[src/hdl/link_pkg.sv]
// ******************************
// link packet definitions shared by the
// transmit and receive sides of the game link.
// ******************************

package link_pkg;

    // one frame on the wire is a start bit, eight data bits and a stop bit.
    localparam int FRAME_BITS = 10;

    // ******************************
    // packet fields
    // ******************************

    // what a packet means to the opponent.
    typedef enum logic [1:0] {
        PKT_NOP,      // filler, nobody reacts to it.
        PKT_ACK,      // ready handshake or loss acknowledge.
        PKT_GAME_END, // the sender has topped out.
        PKT_GARBAGE   // attack lines, count in the payload.
    } pkt_kind_t;

    typedef logic [5:0] garbage_t; // number of garbage lines in one attack.

    // position of the current bit inside a frame, 0 is the start bit.
    typedef logic [3:0] bit_idx_t;

    // the byte that goes on the wire.
    // kind sits in the top two bits, so it is sent last.
    typedef struct packed {
        pkt_kind_t kind;
        garbage_t  payload; // zero unless kind is PKT_GARBAGE.
    } link_pkt_t;

endpackage : link_pkg

[src/hdl/session_ctrl.sv]
// ******************************
// session FSM for one player. it starts and ends a game
// together with the opponent and asks for ACK or
// GAME_END packets while it waits on the other side.
// ******************************
`timescale 1ns/100ps

module session_ctrl
    import link_pkg::*;
(
    input  logic      clk,
    input  logic      rst_l,
    input  logic      player_ready,   // player wants a two-player game.
    input  logic      player_unready, // player cancels before the start.
    input  logic      top_out,        // our stack overflowed, we lost.
    input  logic      ack_seen,       // opponent sent ACK.
    input  logic      game_end_seen,  // opponent lost, so we won.
    output logic      req,            // four-phase request to the arbiter.
    input  logic      ack,            // four-phase acknowledge from the arbiter.
    output link_pkt_t pkt,            // packet offered with req.
    output logic      game_active,
    output logic      in_game,
    output logic      game_lost
);

    typedef enum logic [1:0] {
        IDLE,
        GAME_READY,
        IN_GAME,
        GAME_LOST
    } session_state_t;

    session_state_t state, next_state;
    logic           want_send; // this state keeps asking for packets.
    logic           start_req; // begin a new handshake this cycle.

    always_ff @(posedge clk, negedge rst_l) begin
        if (!rst_l) begin
            state <= IDLE;
        end else begin
            state <= next_state;
        end
    end

    // ******************************
    // next state
    // ******************************
    always_comb begin
        next_state = state;
        unique case (state)
            IDLE:       if (player_ready) next_state = GAME_READY;
            GAME_READY: begin
                if (player_unready) next_state = IDLE;      // cancel wins over a late ACK.
                else if (ack_seen)  next_state = IN_GAME;
            end
            IN_GAME: begin
                if (game_end_seen) next_state = IDLE;       // the opponent lost first.
                else if (top_out)  next_state = GAME_LOST;
            end
            GAME_LOST:  if (ack_seen) next_state = IDLE;    // opponent has seen our loss.
        endcase
    end

    assign game_active = (state != IDLE);
    assign in_game     = (state == IN_GAME);
    assign game_lost   = (state == GAME_LOST);

    // ACK goes out while ready, GAME_END while lost, nothing otherwise.
    assign want_send = (state == GAME_READY) || (state == GAME_LOST);

    // a new cycle starts only after the previous one has fully closed.
    assign start_req = want_send && !req && !ack;

    always_ff @(posedge clk, negedge rst_l) begin
        if (!rst_l) begin
            req <= 1'b0;
        end else if (start_req) begin
            req <= 1'b1;
        end else if (req && ack) begin
            req <= 1'b0; // frame is out, a state change can act from here on.
        end
    end

    // the packet is latched with req and held until the handshake is over.
    always_ff @(posedge clk) begin
        if (start_req) begin
            pkt.kind    <= (state == GAME_LOST) ? PKT_GAME_END : PKT_ACK;
            pkt.payload <= '0;
        end
    end

endmodule : session_ctrl

[src/hdl/garbage_queue.sv]
// ******************************
// outgoing garbage FIFO. holds up to four attack counts
// and sends each as a GARBAGE packet while in game.
// ******************************
`timescale 1ns/100ps

module garbage_queue
    import link_pkg::*;
(
    input  logic      clk,
    input  logic      rst_l,
    input  logic      in_game,     // queue only works during a game.
    input  logic      lines_valid, // game logic has an attack.
    input  garbage_t  lines_count,
    output logic      req,
    input  logic      ack,
    output link_pkt_t pkt
);

    localparam int DEPTH = 4;
    localparam int PTR_W = $clog2(DEPTH);

    garbage_t         fifo_mem [DEPTH]; // counts waiting to be sent.
    logic [PTR_W-1:0] wr_ptr, rd_ptr;
    logic [PTR_W:0]   fill;             // number of stored counts.
    logic             full, empty;
    logic             push, pop, start_req;

    assign full  = (fill == (PTR_W+1)'(DEPTH));
    assign empty = (fill == '0);

    // a zero count carries no attack, and a full queue drops the input.
    assign push = in_game && lines_valid && (lines_count != '0) && !full;
    assign pop  = in_game && req && ack; // head has been sent.

    assign start_req = in_game && !empty && !req && !ack;

    always_ff @(posedge clk, negedge rst_l) begin
        if (!rst_l) begin
            wr_ptr <= '0;
            rd_ptr <= '0;
            fill   <= '0;
        end else if (!in_game) begin
            wr_ptr <= '0; // flush, garbage is meaningless outside a game.
            rd_ptr <= '0;
            fill   <= '0;
        end else begin
            if (push) wr_ptr <= wr_ptr + 1'b1;
            if (pop)  rd_ptr <= rd_ptr + 1'b1;
            fill <= fill + (PTR_W+1)'(push) - (PTR_W+1)'(pop);
        end
    end

    always_ff @(posedge clk) begin
        if (push) fifo_mem[wr_ptr] <= lines_count;
        if (start_req) begin
            pkt.kind    <= PKT_GARBAGE;
            pkt.payload <= fifo_mem[rd_ptr]; // head stays put until the pop.
        end
    end

    // a handshake that is already open runs to its end, even after a flush.
    always_ff @(posedge clk, negedge rst_l) begin
        if (!rst_l) begin
            req <= 1'b0;
        end else if (start_req) begin
            req <= 1'b1;
        end else if (req && ack) begin
            req <= 1'b0;
        end
    end

endmodule : garbage_queue

[src/hdl/tx_arbiter.sv]
// ******************************
// round-robin arbiter that gives the serializer to the
// session FSM or the garbage queue, one handshake at a time.
// ******************************
`timescale 1ns/100ps

module tx_arbiter
    import link_pkg::*;
(
    input  logic      clk,
    input  logic      rst_l,
    input  logic      req_ctrl,
    input  logic      req_garb,
    input  link_pkt_t pkt_ctrl,
    input  link_pkt_t pkt_garb,
    output logic      ack_ctrl,
    output logic      ack_garb,
    output logic      tx_start, // one-cycle pulse to link_tx.
    output link_pkt_t tx_pkt,
    input  logic      tx_done   // stop bit has ended.
);

    typedef enum logic [1:0] {
        ARB_IDLE,    // waiting for a request.
        ARB_SEND,    // frame on the wire.
        ARB_ACK,     // ack high, waiting for req to fall.
        ARB_RELEASE  // ack low again, one guard cycle.
    } arb_state_t;

    arb_state_t state;
    logic       grant_garb;  // owner of the current handshake.
    logic       last_garb;   // owner of the last finished handshake.
    logic       ack_q;
    logic       pick_garb, arb_go, granted_req;

    // on a tie the side that was not served last goes first.
    assign pick_garb   = req_garb && (!req_ctrl || !last_garb);
    assign arb_go      = (state == ARB_IDLE) && (req_ctrl || req_garb);
    assign granted_req = grant_garb ? req_garb : req_ctrl;

    assign ack_ctrl = ack_q && !grant_garb;
    assign ack_garb = ack_q && grant_garb;

    always_ff @(posedge clk, negedge rst_l) begin
        if (!rst_l) begin
            state      <= ARB_IDLE;
            grant_garb <= 1'b0;
            last_garb  <= 1'b0;
            ack_q      <= 1'b0;
            tx_start   <= 1'b0;
        end else begin
            tx_start <= 1'b0;
            unique case (state)
                ARB_IDLE: if (arb_go) begin
                    grant_garb <= pick_garb;
                    tx_start   <= 1'b1;
                    state      <= ARB_SEND;
                end
                ARB_SEND: if (tx_done) begin
                    ack_q     <= 1'b1;
                    last_garb <= grant_garb;
                    state     <= ARB_ACK;
                end
                ARB_ACK: if (!granted_req) begin
                    ack_q <= 1'b0; // fourth phase.
                    state <= ARB_RELEASE;
                end
                ARB_RELEASE: state <= ARB_IDLE;
            endcase
        end
    end

    always_ff @(posedge clk) begin
        if (arb_go) tx_pkt <= pick_garb ? pkt_garb : pkt_ctrl;
    end

endmodule : tx_arbiter

[src/hdl/link_tx.sv]
// ******************************
// frame serializer. start bit, eight data bits LSB
// first, then the stop bit. line idles high.
// ******************************
`timescale 1ns/100ps

module link_tx
    import link_pkg::*;
#(
    parameter int BIT_CYCLES = 16 // clocks per serial bit.
) (
    input  logic      clk,
    input  logic      rst_l,
    input  logic      start,  // ignored while a frame is going out.
    input  link_pkt_t pkt,
    output logic      done,   // last cycle of the stop bit.
    output logic      tx_line
);

    localparam int CNT_W = $clog2(BIT_CYCLES + 1);

    logic                  busy;
    logic [CNT_W-1:0]      cyc_cnt;  // clocks spent in the current bit.
    bit_idx_t              bit_idx;
    logic [FRAME_BITS-1:0] frame_sr; // bit 0 is on the wire.
    logic                  bit_end;

    assign bit_end = (cyc_cnt == CNT_W'(BIT_CYCLES - 1));
    assign done    = busy && bit_end && (bit_idx == bit_idx_t'(FRAME_BITS - 1));
    assign tx_line = busy ? frame_sr[0] : 1'b1;

    always_ff @(posedge clk, negedge rst_l) begin
        if (!rst_l) begin
            busy    <= 1'b0;
            cyc_cnt <= '0;
            bit_idx <= '0;
        end else if (!busy) begin
            if (start) begin
                busy    <= 1'b1;
                cyc_cnt <= '0;
                bit_idx <= '0;
            end
        end else if (bit_end) begin
            cyc_cnt <= '0;
            if (done) busy <= 1'b0;
            else bit_idx <= bit_idx + 1'b1;
        end else begin
            cyc_cnt <= cyc_cnt + 1'b1;
        end
    end

    always_ff @(posedge clk) begin
        if (!busy && start) frame_sr <= {1'b1, pkt, 1'b0}; // stop, data, start.
        else if (busy && bit_end) frame_sr <= {1'b1, frame_sr[FRAME_BITS-1:1]};
    end

endmodule : link_tx

[src/hdl/link_rx.sv]
// ******************************
// frame deserializer. samples each bit mid-period, checks
// the stop bit and turns a good frame into one pulse.
// ******************************
`timescale 1ns/100ps

module link_rx
    import link_pkg::*;
#(
    parameter int BIT_CYCLES = 16
) (
    input  logic     clk,
    input  logic     rst_l,
    input  logic     rx_line,       // already synchronous to clk.
    output logic     ack_seen,
    output logic     game_end_seen,
    output logic     garbage_valid,
    output logic     frame_err,     // stop bit was low.
    output garbage_t garbage_count  // valid with garbage_valid.
);

    localparam int CNT_W = $clog2(BIT_CYCLES + 1);
    localparam int MID   = BIT_CYCLES / 2;

    logic             busy;
    logic             rx_prev;   // line one clock ago, for the start edge.
    logic [CNT_W-1:0] cyc_cnt;
    bit_idx_t         bit_idx;
    logic [7:0]       rx_data;   // data bits shift in from the top.
    link_pkt_t        rx_pkt;
    logic             start_edge, mid_pt, bit_end, stop_bit;

    assign start_edge    = !busy && rx_prev && !rx_line;
    assign mid_pt        = busy && (cyc_cnt == CNT_W'(MID));
    assign bit_end       = (cyc_cnt == CNT_W'(BIT_CYCLES - 1));
    assign stop_bit      = (bit_idx == bit_idx_t'(FRAME_BITS - 1));
    assign rx_pkt        = link_pkt_t'(rx_data);
    assign garbage_count = rx_pkt.payload; // stays until the next frame shifts in.

    always_ff @(posedge clk, negedge rst_l) begin
        if (!rst_l) begin
            busy          <= 1'b0;
            rx_prev       <= 1'b1;
            cyc_cnt       <= '0;
            bit_idx       <= '0;
            ack_seen      <= 1'b0;
            game_end_seen <= 1'b0;
            garbage_valid <= 1'b0;
            frame_err     <= 1'b0;
        end else begin
            rx_prev       <= rx_line;
            ack_seen      <= 1'b0;
            game_end_seen <= 1'b0;
            garbage_valid <= 1'b0;
            frame_err     <= 1'b0;
            if (start_edge) begin
                busy    <= 1'b1;
                cyc_cnt <= CNT_W'(1); // the edge cycle is the first of the start bit.
                bit_idx <= '0;
            end else if (busy) begin
                cyc_cnt <= bit_end ? '0 : cyc_cnt + 1'b1;
                if (bit_end) bit_idx <= bit_idx + 1'b1;
                // a start bit that is high again at its middle was a glitch.
                if (mid_pt && (bit_idx == '0) && rx_line) busy <= 1'b0;
                // stop at mid-bit so a frame right behind this one is caught.
                if (mid_pt && stop_bit) begin
                    busy <= 1'b0;
                    if (!rx_line) begin
                        frame_err <= 1'b1;
                    end else begin
                        ack_seen      <= (rx_pkt.kind == PKT_ACK);
                        game_end_seen <= (rx_pkt.kind == PKT_GAME_END);
                        garbage_valid <= (rx_pkt.kind == PKT_GARBAGE);
                    end
                end
            end
        end
    end

    // data bits are 1 to 8, LSB first.
    always_ff @(posedge clk) begin
        if (mid_pt && (bit_idx != '0) && !stop_bit) rx_data <= {rx_line, rx_data[7:1]};
    end

endmodule : link_rx

[src/hdl/link_top.sv]
// ******************************
// network link controller for one player. session FSM,
// garbage FIFO, arbiter, serializer and deserializer.
// ******************************
`timescale 1ns/100ps

module link_top
    import link_pkg::*;
#(
    parameter int BIT_CYCLES = 16 // clocks per serial bit on both wires.
) (
    input  logic     clk,
    input  logic     rst_l,
    input  logic     player_ready,
    input  logic     player_unready,
    input  logic     top_out,
    input  logic     lines_valid,
    input  garbage_t lines_count,
    input  logic     rx_line,       // from the opponent.
    output logic     tx_line,       // to the opponent.
    output logic     game_active,
    output logic     in_game,
    output logic     game_lost,
    output logic     garbage_valid, // attack received.
    output garbage_t garbage_count,
    output logic     frame_err
);

    logic      req_ctrl, ack_ctrl, req_garb, ack_garb;
    link_pkt_t pkt_ctrl, pkt_garb, tx_pkt;
    logic      tx_start, tx_done;
    logic      ack_seen, game_end_seen;

    // ******************************
    // packet sources
    // ******************************
    session_ctrl u_session_ctrl (
        .clk, .rst_l, .player_ready, .player_unready, .top_out,
        .ack_seen, .game_end_seen,
        .req (req_ctrl), .ack (ack_ctrl), .pkt (pkt_ctrl),
        .game_active, .in_game, .game_lost
    );

    garbage_queue u_garbage_queue (
        .clk, .rst_l, .in_game, .lines_valid, .lines_count,
        .req (req_garb), .ack (ack_garb), .pkt (pkt_garb)
    );

    // ******************************
    // wire side
    // ******************************
    tx_arbiter u_tx_arbiter (
        .clk, .rst_l, .req_ctrl, .req_garb, .pkt_ctrl, .pkt_garb,
        .ack_ctrl, .ack_garb, .tx_start, .tx_pkt, .tx_done
    );

    link_tx #(.BIT_CYCLES(BIT_CYCLES)) u_link_tx (
        .clk, .rst_l, .start (tx_start), .pkt (tx_pkt), .done (tx_done), .tx_line
    );

    link_rx #(.BIT_CYCLES(BIT_CYCLES)) u_link_rx (
        .clk, .rst_l, .rx_line, .ack_seen, .game_end_seen,
        .garbage_valid, .frame_err, .garbage_count
    );

endmodule : link_top

[config.mk]
export PLATFORM = sky130hd
export DESIGN_NAME = link_top
export DESIGN_NICKNAME = d
export VERILOG_FILES = /design/src/hdl/link_pkg.sv /design/src/hdl/session_ctrl.sv /design/src/hdl/garbage_queue.sv /design/src/hdl/tx_arbiter.sv /design/src/hdl/link_tx.sv /design/src/hdl/link_rx.sv /design/src/hdl/link_top.sv
export SDC_FILE = /design/constraint.sdc
export NUM_CORES = 1
export LEC_CHECK = 0
export ABC_AREA = 1
export BUFFER_PORTS_ARGS = -buffer_cell sky130_fd_sc_hd__buf_2
export CORE_MARGIN = 3
export CORE_UTILIZATION = 50
export CTS_BUF_LIST = sky130_fd_sc_hd__clkbuf_16
export DETAILED_ROUTE_END_ITERATION = 6
export HOLD_SLACK_MARGIN = 0.12
export PLACE_DENSITY_LB_ADDON = 0.3
export SYNTH_ARGS = -nofsm -noshare
export SYNTH_HDL_FRONTEND = slang
export SYNTH_SLANG_ARGS = --single-unit
[constraint.sdc]
create_clock -name clk -period 2.1 [get_ports clk]
set_clock_uncertainty 0.05 [all_clocks]
set_input_delay 0.42 -clock clk [delete_from_list [all_inputs] [get_ports clk]]
set_output_delay 0.42 -clock clk [all_outputs]
set_load 0.05 [all_outputs]
==> results.ini <==
[yosys]
syn_area_per_cell_sq_um=10.8
synth_top_family_by_area=simple AND/OR/NAND/NOR gates
synthArstFlopShare_pct=42.4
synth_warnings=0
yosysUniqueCellTypes=41
ys_seq_area_share_pct=61.6
syn_area_sq_um=4470
synthCells=413
syn_nets=444
ys_ff_latch=99
synthXorXnorAreaFrac_pct=1.37
ys_top_cells_by_area=edfxtp_1 (38%), dfrtp_1 (23%), inv_1 (4.9%)
synth.mux.area_fraction_pct=0.224
yosys.area_share.simple_pct=16.2
synth-main-ff-cell=edfxtp_1
synth-compound-area-share_pct=8.28
yosys.area.top_type=edfxtp_1
synth_top_area_share_pct=37.6
synth-edff-count=56
synth-adder-area-share_pct=5.21

[global_route]
grt_pass1_wl_um=12500
overflow=0
grt_max_degree=43
grt_pass1_vias=2801
antenna_found_initial=0
grt_use_total_pct=15.5

[sta]
tightestPinTransition_ns=0.566
hold_violations=0
finalSetupTns_ns=0
rsz0062_at_grt=false
slew_headroom_pct=62.0
setup_viol=0
finalCriticalPeriod_ns=1.95
fin_crit_sh_pct=92.8
max_freq_mhz=513
drv_slew=0

[flow_run]
drv_cap=0

[routing]
drt_wl_total_um=7150
drtPass1Iterations=4
post-route-drc-count=0
ant_nets=0
detail_route.wl_per_cell_um=12.7
drt-initial-drc-count=112
vias=2848
vias_per_cell=5.08

[clock_network]
root_buffer=clkbuf_16
clk_pin_slew_ns=0.07
cts_sinks=99
numCtsBuffers=9
cts_tree=yes
clk_path_buf_depth=2
cts_max_level=3
clkLatencyLatePin_ns=0.34

[min_path]
hold_end=u_link_rx.rx_prev$_DFF_PN1_
whs_path_depth=1
min_from=rx_line
min_path_type=input pin to flop

[floorplanning]
core_sq_um=8460
die_w_um=101
ios=25
std_cell_rows=33
die_h_um=101
dieArea_sq_um=10100
start_util_pct=52.8

[finish]
diodes=0
nets=482
final_cell_mix=inv_1 (58), edfxtp_1 (56), nand2_1 (52), nor2_1 (46), dfrtp_1 (40)
area_growth_syn_to_layout_pct=12.3
drive_above_1_share_pct=18.2
final_util_pct=59.3
nFillCells=671
layout_commonest_cell=inv_1

[critical_path]
critPathKind=flop to flop
cp-startpoint=u_tx_arbiter.grant_garb$_DFFE_PN0P_
critPathLaunchType=flop
rr_worst_depth=11
crit_fanout=5
timing.rr.end=u_garbage_queue.fill[2]$_DFF_PN0_
r2r-start=u_tx_arbiter.grant_garb$_DFFE_PN0P_
arrival_ns=2.13
cp.required_ns=2.28
end_kind=flop
regToRegSetupSlack_ns=0.15

[pwr]
power_density_nw_per_um2=1210
vdd_drop_max_v=0.000684
leakagePower_uw=0.00223

[place]
port_buffers=24
gp_congestion=0.775
dp_hpwl_um=5040

[outcome]
status=finished clean

-- cell type report --
class / instances / area (sq um) / share of cell area (%)
Sequential cell: 99 / 2760 / 54.9
Timing Repair Buffer: 39 / 235 / 4.68
Inverter: 62 / 234 / 4.66
Clock inverter: 7 / 43.8 / 0.872
Clock buffer: 9 / 225 / 4.48
Tap cell: 105 / 131 / 2.62
Multi-Input combinational cell: 240 / 1400 / 27.8
-- state kept, by name (all words and copies together) (netlist names), 2 cells and up --
name,flops
u_link_tx.frame_sr,9
u_link_rx.cyc_cnt,5
u_tx_arbiter.state,2
u_garbage_queue.pkt,6
u_tx_arbiter.tx_pkt,8
u_garbage_queue.rd_ptr,2
u_garbage_queue.wr_ptr,2
u_session_ctrl.pkt,2
u_session_ctrl.state,2
u_garbage_queue.fifo_mem,24
u_link_rx.rx_data,8
u_link_tx.cyc_cnt,5
u_link_tx.bit_idx,4
u_garbage_queue.fill,3
u_link_rx.bit_idx,4
-- per-layer routing --
layer | track usage (%) | vias to the layer above | wire, um
li1 | - | 1442 | -
met1 | 21.1 | 1356 | 3310
met2 | 24.6 | 42 | 3510
met3 | 4.22 | 8 | 245
met4 | 4.77 | 0 | 86
met5 | 0 | - | 0
-- through the flow --
step | hold WS, ns | power [uW] | setup WS, ns | area (sq um) | instances
finish | 0.174 | 6070 | 0.151 | 5020 | 561
global route | 0.168 | 6520 | 0.0190 | 5020 | 561
CTS | 0.160 | 6090 | 0.0664 | 4990 | 557
detailed placement | 0.378 | 4580 | 0.0965 | 4710 | 540
global placement | 0.377 | 4510 | 0.181 | 4710 | 540
floorplan | 0.0744 | 4160 | 0.0940 | 4470 | 413
-- power by group --
group	internal, uW	switching (uW)
Sequential	2520	297
Combinational	646	1120
Clock	796	696
-- Yosys cell counts (6+ instances only) --
| cell type | n |
|---|---|
| o21ai_0 | 28 |
| dfrtp_1 | 41 |
| nand3_1 | 21 |
| o22ai_1 | 7 |
| nor2_1 | 46 |
| ha_1 | 17 |
| a21oi_1 | 9 |
| xor2_1 | 6 |
| buf_4 | 6 |
| nand2_1 | 52 |
| inv_1 | 58 |
| edfxtp_1 | 56 |
| a22o_1 | 7 |
-- critical path, cell delays in order, from the launching register on --
cell and delay (ns):
dfrtp_1 0.40, nand2_1 0.08, inv_2 0.07, nand2_1 0.06, nor2_1 0.10, ha_1 0.23, inv_1 0.06, ha_1 0.13
inv_1 0.05, fa_1 0.37, xor2_1 0.18, nor2_1 0.05
-- repair_timing --
item	in CTS	in global routing
endpoints found under the setup margin	0	2
hold endpoints to repair	9	0
gates resized for setup	0	2
hold buffers	1	0
setup buffers	0	4
-- worst max-delay path by stage --
stage	to	slack, ns	cells after the start
floorplan	u_garbage_queue.fill[2]$_DFF_PN0_	0.09	12
global placement	u_garbage_queue.fill[2]$_DFF_PN0_	0.18	11
detailed placement	u_garbage_queue.fill[2]$_DFF_PN0_	0.1	11
CTS	tx_line	0.07	3
global route	u_garbage_queue.fill[2]$_DFF_PN0_	0.02	12
finish	u_garbage_queue.fill[2]$_DFF_PN0_	0.15	11
-- logic make-up after synthesis --
logic type | after synthesis
AND/OR/NAND/NOR | 152
flip-flops | 99
buffers and inverters | 74
AO/OA/AOI/OAI | 62
adder cells (fa/ha/maj) | 18
XOR/XNOR | 7
multiplexers | 1
Power figures use the tool's default switching activity.
